==> src/source/menuText.mem <==
// One menu line per row, 16 ASCII codes in hex, row number is the menuId value
4D 61 69 6E 20 4D 65 6E 75 20 20 20 20 20 20 20
3E 20 44 69 73 70 6C 61 79 20 4C 6F 63 61 6C 20
3E 20 4D 6F 64 69 66 79 20 4C 6F 63 61 6C 20 20
3E 20 43 6C 65 61 72 20 4C 6F 63 61 6C 20 20 20
41 72 65 20 79 6F 75 20 73 75 72 65 3F 20 20 20
3E 20 59 65 73 20 20 20 20 20 20 20 20 20 20 20
3E 20 4E 6F 20 20 20 20 20 20 20 20 20 20 20 20
==> src/source/menuPkg.sv <==
package menuPkg;

	////////////////////
	// Menu text lines

	// Also the line index into the menu text ROM
	typedef enum logic [2:0]
	{
		TitleMain,
		OptDisplayLocal,
		OptModifyLocal,
		OptClearLocal,
		TitleSure,
		OptYes,
		OptNo
	} menuId_t;

	// Number of text lines held in the ROM
	localparam int MenuLines = 7;

	////////////////////
	// Navigator states
	typedef enum logic [3:0]
	{
		RefreshTitle,
		RefreshOption,
		WaitRefresh,
		WaitSelection,
		ShowLocal,
		WaitReturn,
		PosSelect,
		CharSelect,
		WaitChar,
		ClearRam
	} navState_t;

	// User controls, all single-cycle pulses
	typedef struct packed
	{
		logic rotaryEvent;
		logic rotaryLeft;     // Direction of rotaryEvent
		logic rotaryBtn;
		logic menuBtn;
		logic colLeftBtn;
		logic colRightBtn;
	} userInput_t;

	// Starting character is the letter A
	localparam logic [3:0] DefaultColumn = 4'd4;
	localparam logic [3:0] DefaultRow = 4'd1;
	localparam logic [7:0] SpaceChar = 8'h20;

endpackage

==> src/source/lcdPkg.sv <==
package lcdPkg;

	////////////////////
	// Display geometry
	localparam int LineLength = 16;
	localparam int ScreenLength = 32;

	// Screen and RAM position
	typedef logic [4:0] addr_t;
	typedef logic [7:0] char_t;

	// Kinds of screen refresh
	typedef enum logic [1:0]
	{
		RomLine,      // One menu line
		RamPage,      // Whole local RAM
		SingleChar    // One given character
	} lcdOp_t;

	// Stop address is derived by the writer
	typedef struct packed
	{
		lcdOp_t op;
		logic [2:0] menuId;
		addr_t startAddr;
		char_t charData;
	} refreshReq_t;

	typedef struct packed
	{
		addr_t addr;
		char_t data;
	} lcdWrite_t;

	typedef struct packed
	{
		addr_t addr;
		char_t data;
	} ramWrite_t;

endpackage

==> src/source/menuTextRom.sv <==
`timescale 1ns/1ps

module menuTextRom
	import menuPkg::*, lcdPkg::*;
(
	input logic clk,
	input menuId_t line,
	input logic [3:0] offset,
	output char_t data
);

	// Lines stored back to back, 16 characters each
	char_t rom [0:MenuLines*LineLength-1];

	// Line number in the upper bits, character in the lower
	logic [6:0] romIndex;

	initial
	begin
		$readmemh("/design/src/source/menuText.mem", rom);
	end

	assign romIndex = {line, offset};

	// Registered read
	always_ff @(posedge clk)
	begin
		data <= rom[romIndex];
	end

endmodule

==> src/source/textRam.sv <==
`timescale 1ns/1ps

module textRam
	import menuPkg::*, lcdPkg::*;
(
	input logic clk,
	input logic rst,
	input ramWrite_t wr,
	input logic we,
	input logic clear,
	input addr_t rdAddr,
	output char_t rdData
);

	// One character per screen position
	char_t mem [0:ScreenLength-1];

	////////////////////
	// Write side

	// Clear wins over a write in the same cycle
	always_ff @(posedge clk)
	begin
		if (rst || clear)
		begin
			// Whole buffer back to blanks in one edge
			for (int i = 0; i < ScreenLength; i++)
			begin
				mem[i] <= SpaceChar;
			end
		end
		else if (we)
		begin
			mem[wr.addr] <= wr.data;
		end
	end

	////////////////////
	// Read side

	// Data one cycle after the address
	always_ff @(posedge clk)
	begin
		rdData <= mem[rdAddr];
	end

endmodule

==> src/source/lcdWriter.sv <==
`timescale 1ns/1ps

module lcdWriter
	import menuPkg::*, lcdPkg::*;
(
	input logic clk,
	input logic rst,
	input refreshReq_t req,
	input logic reqStrobe,
	output menuId_t romLine,
	output logic [3:0] romOffset,
	input char_t romData,
	output addr_t ramAddr,
	input char_t ramData,
	output lcdWrite_t lcd,
	output logic lcdWe,
	output logic done
);

	// Fetch cycle then write cycle per character
	typedef enum logic [1:0] {WrIdle, WrFetch, WrData} phase_t;

	phase_t phase;
	refreshReq_t active;     // Request being executed
	addr_t curAddr;
	addr_t stopAddr;
	logic [3:0] offset;      // Character index within a ROM line

	////////////////////
	// Sequencing
	always_ff @(posedge clk)
	begin
		if (rst)
		begin
			phase <= WrIdle;
			done <= 1'b0;
		end
		else
		begin
			done <= 1'b0;
			case (phase)
				WrIdle:
				begin
					if (reqStrobe)
						phase <= WrFetch;
				end
				WrFetch:
					phase <= WrData;
				WrData:
				begin
					// Last character written
					if (curAddr == stopAddr)
					begin
						phase <= WrIdle;
						done <= 1'b1;
					end
					else
						phase <= WrFetch;
				end
				default:
					phase <= WrIdle;
			endcase
		end
	end

	// Latch request and walk the addresses
	always_ff @(posedge clk)
	begin
		if (phase == WrIdle && reqStrobe)
		begin
			active <= req;
			offset <= '0;
			case (req.op)
				RomLine:
				begin
					curAddr <= req.startAddr;
					stopAddr <= req.startAddr + addr_t'(LineLength - 1);
				end
				RamPage:
				begin
					// Full page always starts at the top left
					curAddr <= '0;
					stopAddr <= addr_t'(ScreenLength - 1);
				end
				default:
				begin
					curAddr <= req.startAddr;
					stopAddr <= req.startAddr;
				end
			endcase
		end
		else if (phase == WrData)
		begin
			curAddr <= curAddr + 1'b1;
			offset <= offset + 1'b1;
		end
	end

	// Source addresses
	assign romLine = menuId_t'(active.menuId);
	assign romOffset = offset;
	assign ramAddr = curAddr;

	////////////////////
	// LCD side
	assign lcdWe = (phase == WrData);
	assign lcd.addr = curAddr;

	// Pick data source by opcode
	always_comb
	begin
		case (active.op)
			RomLine: lcd.data = romData;
			RamPage: lcd.data = ramData;
			default: lcd.data = active.charData;
		endcase
	end

endmodule

==> src/source/menuNavigator.sv <==
`timescale 1ns/1ps

module menuNavigator
	import menuPkg::*, lcdPkg::*;
(
	input logic clk,
	input logic rst,
	input userInput_t user,
	input logic done,
	output refreshReq_t req,
	output logic reqStrobe,
	output ramWrite_t ramWr,
	output logic ramWe,
	output logic ramClear
);

	navState_t state;
	navState_t nextState;    // Where to go after the refresh
	menuId_t option;         // Option line on screen
	addr_t charPos;          // Edit position
	logic [3:0] charColumn;
	logic [3:0] charRow;
	char_t lastChar;         // Character last sent to the LCD
	char_t curChar;

	// Column is the upper nibble of the code
	assign curChar = {charColumn, charRow};

	////////////////////
	// Helpers

	// Cyclic option order, Yes and No just toggle
	function automatic menuId_t stepOption(menuId_t opt, logic forward);
		menuId_t result;
		case (opt)
			OptDisplayLocal: result = forward ? OptModifyLocal : OptClearLocal;
			OptModifyLocal: result = forward ? OptClearLocal : OptDisplayLocal;
			OptClearLocal: result = forward ? OptDisplayLocal : OptModifyLocal;
			OptYes: result = OptNo;
			OptNo: result = OptYes;
			default: result = OptDisplayLocal;
		endcase
		return result;
	endfunction

	// Confirm options sit under their own title
	function automatic menuId_t titleFor(menuId_t opt);
		if (opt == OptYes || opt == OptNo)
			return TitleSure;
		return TitleMain;
	endfunction

	// Printable columns only, 2 to 7 and 10 to 15
	function automatic logic [3:0] stepColumn(logic [3:0] col, logic right);
		logic [3:0] result;
		if (right)
		begin
			case (col)
				4'd7: result = 4'd10;
				4'd15: result = 4'd2;
				default: result = col + 4'd1;
			endcase
		end
		else
		begin
			case (col)
				4'd10: result = 4'd7;
				4'd2: result = 4'd15;
				default: result = col - 4'd1;
			endcase
		end
		return result;
	endfunction

	////////////////////
	// Main FSM
	always_ff @(posedge clk)
	begin
		if (rst)
		begin
			state <= RefreshTitle;
			nextState <= RefreshOption;
			option <= OptDisplayLocal;
			charPos <= '0;
			charColumn <= DefaultColumn;
			charRow <= DefaultRow;
			lastChar <= {DefaultColumn, DefaultRow};
			reqStrobe <= 1'b0;
			ramWe <= 1'b0;
			ramClear <= 1'b0;
		end
		else
		begin
			// Strobes last one cycle
			reqStrobe <= 1'b0;
			ramWe <= 1'b0;
			ramClear <= 1'b0;
			// Menu button escapes anywhere but a wait
			if (user.menuBtn && state != WaitRefresh && state != WaitChar)
			begin
				state <= RefreshTitle;
				option <= OptDisplayLocal;
				charPos <= '0;
				charColumn <= DefaultColumn;
				charRow <= DefaultRow;
				lastChar <= {DefaultColumn, DefaultRow};
			end
			else
			begin
				case (state)
					RefreshTitle:
					begin
						// Top line of the screen
						req <= '{RomLine, titleFor(option), addr_t'(0), SpaceChar};
						reqStrobe <= 1'b1;
						nextState <= RefreshOption;
						state <= WaitRefresh;
					end
					RefreshOption:
					begin
						// Bottom line
						req <= '{RomLine, option, addr_t'(LineLength), SpaceChar};
						reqStrobe <= 1'b1;
						nextState <= WaitSelection;
						state <= WaitRefresh;
					end
					ShowLocal:
					begin
						// Return target already set by the caller
						req <= '{RamPage, option, addr_t'(0), SpaceChar};
						reqStrobe <= 1'b1;
						state <= WaitRefresh;
					end
					WaitRefresh:
					begin
						if (done)
							state <= nextState;
					end
					WaitSelection:
					begin
						if (user.rotaryBtn)
						begin
							case (option)
								OptDisplayLocal:
								begin
									nextState <= WaitReturn;
									state <= ShowLocal;
								end
								OptModifyLocal:
								begin
									// Show the buffer before editing it
									nextState <= PosSelect;
									state <= ShowLocal;
								end
								OptClearLocal:
								begin
									option <= OptYes;
									state <= RefreshTitle;
								end
								OptYes:
									state <= ClearRam;
								default:
								begin
									option <= OptDisplayLocal;
									state <= RefreshTitle;
								end
							endcase
						end
						else if (user.rotaryEvent)
						begin
							option <= stepOption(option, user.rotaryLeft);
							state <= RefreshTitle;
						end
					end
					WaitReturn:
					begin
						if (user.rotaryBtn)
						begin
							option <= OptDisplayLocal;
							state <= RefreshTitle;
						end
					end
					PosSelect:
					begin
						if (user.rotaryBtn)
							state <= CharSelect;
						else if (user.rotaryEvent)
							charPos <= user.rotaryLeft ? charPos + 1'b1 : charPos - 1'b1;
					end
					CharSelect:
					begin
						// Changed character goes out first
						if (curChar != lastChar)
						begin
							req <= '{SingleChar, option, charPos, curChar};
							reqStrobe <= 1'b1;
							lastChar <= curChar;
							state <= WaitChar;
						end
						else if (user.rotaryBtn)
						begin
							// Commit to the buffer
							ramWr <= '{charPos, curChar};
							ramWe <= 1'b1;
							state <= PosSelect;
						end
						else if (user.rotaryEvent)
							charRow <= user.rotaryLeft ? charRow + 4'd1 : charRow - 4'd1;
						else if (user.colLeftBtn)
							charColumn <= stepColumn(charColumn, 1'b0);
						else if (user.colRightBtn)
							charColumn <= stepColumn(charColumn, 1'b1);
					end
					WaitChar:
					begin
						if (done)
							state <= CharSelect;
					end
					ClearRam:
					begin
						// Blank the buffer and go home
						ramClear <= 1'b1;
						option <= OptDisplayLocal;
						state <= RefreshTitle;
					end
					default:
						state <= RefreshTitle;
				endcase
			end
		end
	end

endmodule

==> src/source/lcdMenu.sv <==
`timescale 1ns/1ps

module lcdMenu
	import menuPkg::*, lcdPkg::*;
(
	input logic clk,
	input logic rst,
	input userInput_t user,
	output lcdWrite_t lcd,
	output logic lcdWe
);

	////////////////////
	// Navigator to writer
	refreshReq_t req;
	logic reqStrobe;
	logic done;

	// Navigator to RAM
	ramWrite_t ramWr;
	logic ramWe;
	logic ramClear;

	// Writer read ports
	addr_t ramAddr;
	char_t ramData;
	menuId_t romLine;
	logic [3:0] romOffset;
	char_t romData;

	menuNavigator uNavigator
	(
		.clk(clk),
		.rst(rst),
		.user(user),
		.done(done),
		.req(req),
		.reqStrobe(reqStrobe),
		.ramWr(ramWr),
		.ramWe(ramWe),
		.ramClear(ramClear)
	);

	// Local text buffer
	textRam uTextRam
	(
		.clk(clk),
		.rst(rst),
		.wr(ramWr),
		.we(ramWe),
		.clear(ramClear),
		.rdAddr(ramAddr),
		.rdData(ramData)
	);

	menuTextRom uMenuRom
	(
		.clk(clk),
		.line(romLine),
		.offset(romOffset),
		.data(romData)
	);

	lcdWriter uWriter
	(
		.clk(clk),
		.rst(rst),
		.req(req),
		.reqStrobe(reqStrobe),
		.romLine(romLine),
		.romOffset(romOffset),
		.romData(romData),
		.ramAddr(ramAddr),
		.ramData(ramData),
		.lcd(lcd),
		.lcdWe(lcdWe),
		.done(done)
	);

endmodule

==> config.mk <==
export PLATFORM = sky130hd
export DESIGN_NAME = lcdMenu
export DESIGN_NICKNAME = d
export VERILOG_FILES = /design/src/source/menuPkg.sv /design/src/source/lcdPkg.sv /design/src/source/menuTextRom.sv /design/src/source/textRam.sv /design/src/source/lcdWriter.sv /design/src/source/menuNavigator.sv /design/src/source/lcdMenu.sv
export SDC_FILE = /design/constraint.sdc
export NUM_CORES = 1
export LEC_CHECK = 0
export BUFFER_PORTS_ARGS = -buffer_cell sky130_fd_sc_hd__buf_4
export CAP_MARGIN = 20
export CORE_ASPECT_RATIO = 0.5
export CORE_MARGIN = 2
export CORE_UTILIZATION = 53
export DETAILED_ROUTE_END_ITERATION = 10
export PLACE_DENSITY = 0.79
export REMOVE_ABC_BUFFERS = 1
export SYNTH_ARGS = -nofsm -noshare
export SYNTH_HDL_FRONTEND = slang
export SYNTH_HIERARCHICAL = 1
export SYNTH_SLANG_ARGS = --single-unit
==> constraint.sdc <==
create_clock -name clk -period 10 [get_ports clk]
set_clock_uncertainty 0.1 [all_clocks]
set_input_delay 0.5 -clock clk [delete_from_list [all_inputs] [get_ports clk]]
set_output_delay 0.5 -clock clk [all_outputs]
set_load 0.01 [all_outputs]
; ---- Yosys cells after proc, flatten, opt, wreduce, memory -nomap -nowiden
; Memories as Yosys holds them, arrays and structs flattened. A register that Yosys moved wholly into a read port is not among the register bits.
; Index checks and enable logic that the tools add are counted.
[word_totals]
mem_count = 1
regBits = 94
wordCells = 162
ramBits = 256
out_inout_bits = 14
inputBits = 8
[classes]
bitwise_logic = 7
n_addsub = 8
reduce_logical = 30
n_eq_ne = 37
n_mux = 57
[memory_table]
columns = memory, words, word_bits, read_ports, rd_clocked_by_memory_dff, write_ports, line
row1 = uTextRam.mem, 32, 8, 1, 1, 32, textRam.sv:16  ; char_t mem [0:ScreenLength-1];
[ops]
columns = operator, n
row1 = $pmux W18 S4, 1
row2 = $mux W4, 12
row3 = $pmux W4 S2, 4
row4 = $pmux W4 S7, 1
row5 = $mux W5, 5
row6 = $eq A4 B3 Y1 const B, 5
row7 = $mux W18, 1
row8 = $eq A4 B4 Y1 const B, 4
row9 = $mux W1, 16
row10 = $pmux W8 S2, 1
row11 = $reduce_and A4 Y1, 4
row12 = $mux W3, 5
row13 = $pmux W3 S5, 1
row14 = $eq A4 B2 Y1 const B, 3
row15 = $pmux W4 S3, 1
row16 = $add A5 B1 Y5 const B, 2
row17 = $pmux W5 S2, 1
row18 = $reduce_and A5 Y1, 2
row19 = $pmux W3 S3, 1
row20 = $add A4 B1 Y4 const B, 2
row21 = $mux W8, 1
row22 = $ne A2 B2 Y1 const B, 4
row23 = $ne A8 B8 Y1, 1
row24 = $reduce_or A8 Y1, 1
row25 = other kinds (34), 60

; ---- Logic depth before layout (Yosys ltp)
[depth]
depth_word = 8
ltp_mapped = 8
mapped_depth_nobuf = 7

; ---- Hierarchy
; Netlist, hierarchy kept.
[by_module_without_submodules]
columns = module, cells_per_inst, area_each_um2, instances, seq_area_each_um2
row1 = textRam, 739, 12079.1, 1, 7847.5
row2 = menuNavigator, 306, 3216.8, 1, 1611.5
row3 = lcdWriter, 133, 1506.4, 1, 830.8
row4 = menuTextRom, 9, 63.8, 1, 0.0

; ---- Worst setup path before layout
; No wires, ideal clock.
[synth_timing]
path_type = register to register
from = reg uNavigator.state[0]
to = reg uNavigator/req[0] (netlist name)
n_path_buf = 2
setup_ps = 439
arrival_time_ps = 3069
slack_ps = 6392
path_stages_with_launch = 8
required_ps = 9461
synth_period_minus_slack_ps = 3608
cell_sequence = dfxtp_1 -> buf_4 -> and2b_1 -> nand3_1 -> inv_1 -> and3_2 -> clkbuf_1 -> nor4_1
[synth_between]
elab_chain_len = 5
word_cells_on_any_way = 12
cone_classes = 6 x eq/ne / 1 x bitwise / 5 x reduce/logical
[synth_rtl]
columns = element, line
row1 = start: declaration, menuNavigator.sv:17  ; navState_t state;
row2 = start signal: assignment, menuNavigator.sv:81  ; state <= RefreshTitle;
row3 = start signal: assignment, menuNavigator.sv:101  ; state <= RefreshTitle;
row4 = start signal: assignment, menuNavigator.sv:117  ; state <= WaitRefresh;
row5 = $ne A4 B2 Y1, menuNavigator.sv:99  ; if (user.menuBtn && state != WaitRefresh && state != WaitChar)
row6 = $logic_and A1 B1 Y1 (2 in series), menuNavigator.sv:99
row7 = $not A1 Y1 (no source line), --
row8 = $reduce_and A4 Y1 (no source line) *, --
; Mark *: on every way between the ends. The rest lies on a longest branch, timed or not.
; A chain may end at the register's enable or synchronous reset.

==> results by group <==
Worst setup path
  • R2r worst-path depth: 4
  • Critical path arrival: 3.70 ns
  • Crit path kind: register to register
  • Critical Path Sink Type: register
  • Startpoint Class: register
  • CP Data Required Time: 10.14 ns
  • R2r endpoint: uTextRam/mem[1][3]$_SDFFCE_PN0P_
  • Max Fanout on Critical Path: 18
  • R2R setup slack: 6.44 ns
  • R2R Path Start: uNavigator/ramClear$_SDFF_PN0_

Min path
  • Hold Path Depth: 2
  • Worst hold path class: input port to register
  • Hold path start: user[3]
  • Hold path endpoint: uNavigator/ramWe$_SDFF_PP0_

Detailed routing
  • DR iter-0 viols: 1132
  • WL/cell: 24.11 um
  • Remaining antenna violation count after routing: 0
  • Vias per cell: 6.145
  • Remaining routing DRC violations: 0
  • DRT Pass-1 Iters: 5
  • Routed vias: 9783
  • Post-Route WL: 38390 um

Placed design
  • Gp weighted congestion: 0.8840
  • Pre-CTS setup slack: 6.483 ns
  • Hpwl dp: 25730 um
  • Port Buf Inserts: 21

Synthesis
  • Mapped Cells: 1154
  • Synth Cell Area: 0.01646 mm^2
  • Synth Area per Inst: 14.26 um^2
  • Syn. warnings: 6

Die
  • FP Rows: 45
  • Ports: 22
  • Area of the die: 0.03257 mm^2
  • Chip width: 253.2 um
  • Core area: 0.03046 mm^2
  • DIE HEIGHT: 128.6 um
  • Initial Util: 0.5404

Power
  • Pwr Total: 3.219 mW
  • Leakage power: 6.289 nW
  • Peak supply drop: 0.0001601 V
  • Pwr/cell area: 178.6 mW/mm^2

STA
  • Final period utilization: 0.3563
  • Slew Viols, Final: 0
  • Count of final hold-check violations: 0
  • Tmin final: 3.563 ns
  • Unrepaired setup endpoints after global routing: false
  • Final setup fails: 0
  • Slew HR: 0.2433
  • Highest clock rate: 280.6 MHz
  • Final WS setup: 6.437 ns
  • Worst-Margin Slew: 1.135 ns
  • Total Neg Setup Slack: 0 ns

Clock tree
  • TritonCTS Buffers: 30
  • Post-CTS setup buffer count: 0
  • Clock Tree Buf Depth: 3
  • H-tree Lvls: 1
  • CTS tree: done
  • PostCTS Resize Cnt: 0
  • Clk pin slew, worst setup/hold paths: 0.07 ns
  • Hold-fix buffers, CTS: 0
  • Clk sink count: 349
  • Clk root buf: clkbuf_16
  • Worst skew pair latency: 0.57 ns

Finish
  • Nets: 1165
  • N_diodes: 0
  • Area delta synth->final: 9.517%
  • Util after Layout: 0.5918
  • Share of layout cells above drive strength 1: 0.1754
  • Fillers: 2222

GRT
  • GRT Total Usage: 0.2406
  • Pin count of the biggest net entering global routing: 70
  • Total grt overflow: 0
  • First-pass GRT wire length: 58020 um
  • Initial antenna violation count: 4
  • Vias in the first global route: 9407

Outcome
  • Outcome: finished clean

Job
  • Max cap viols: 0
[worst max-delay path by stage]
stage	from	end	slack (ns)	cells past startpoint
CTS	uNavigator/ramClear$_SDFF_PN0_	uTextRam/mem[1][1]$_SDFFCE_PN0P_	6.50	4
floorplan	uWriter/ramAddr[1]$_DFFE_PP_	uTextRam/rdData[0]$_DFF_P_	5.71	3
global placement	uNavigator/ramClear$_SDFF_PN0_	uTextRam/mem[1][7]$_SDFFCE_PN0P_	6.54	3
finish	uNavigator/ramClear$_SDFF_PN0_	uTextRam/mem[1][3]$_SDFFCE_PN0P_	6.44	4
global route	uNavigator/ramClear$_SDFF_PN0_	uTextRam/mem[1][0]$_SDFFCE_PN0P_	6.26	4
detailed placement	rst	uTextRam/mem[1][1]$_SDFFCE_PN0P_	6.48	4
[layer usage]
layer | global-route usage | routed length, um | vias to the layer above
met5 | 0 | 23 | -
met4 | 0.09224 | 1521 | 4
met3 | 0.06595 | 4195 | 104
met2 | 0.3782 | 17610 | 592
met1 | 0.3246 | 15040 | 4872
li1 | - | - | 4211
[sequential cells by signal (all words and copies together), names as in the netlist, 2 cells and up]
| signal | count |
|---|---|
| uTextRam/mem | 256 |
| uNavigator/req | 15 |
| uNavigator/ramWr | 13 |
| uWriter/active | 10 |
| uNavigator/lastChar | 8 |
| uTextRam/rdData | 8 |
| uNavigator/charPos | 5 |
| uWriter/ramAddr | 5 |
| uWriter/stopAddr | 5 |
| uNavigator/charColumn | 4 |
| uNavigator/charRow | 4 |
| uNavigator/state | 4 |
| uNavigator/nextState | 3 |
| uNavigator/option | 3 |
| uWriter/phase | 2 |
[report_power, final]
group          total (mW)  leakage (nW)  internal (mW)  switching (mW)
clock network        1.17         0.480          0.657           0.511
registers            1.70          3.32           1.64          0.0568
logic               0.350          2.49          0.172           0.178
[worst max-delay path: stages (launching register included)]
cell and delay, ns:
dfxtp_1 0.54, buf_8 0.27, or4b_1 0.97, nor3_1 0.89
or3_1 0.45
[cell usage in the layout, fill, tap and decap left out, types with 28 or more instances in the layout]
cell type	n
mux4_2	80
and2_1	232
edfxtp_1	304
buf_4	32
clkbuf_16	31
nand2b_1	38
dfxtp_1	45
or3_1	36
nor3_1	28
nor2_1	33
[per-stage QoR]
stage               hold WS (ns)  area [um^2]  std cells
floorplan                 0.3003        16040       1070
global placement          0.3060        16810       1524
detailed placement        0.3179        17020       1533
CTS                       0.1884        18000       1589
global route              0.2093        18030       1592
finish                    0.2078        18030       1592
[cell type report]
cell class                 instances  area [um^2]  area share
inverter                          23        86.33    0.004789
sequential                       349        10030      0.5564
clock buffer                      47        885.9     0.04914
tap                              423        529.3     0.02936
timing repair buffer              43        475.5     0.02638
multi-input combinational        698         5928      0.3289
clock inverter                     9        91.34    0.005067
(Power assumes the default switching activity.)
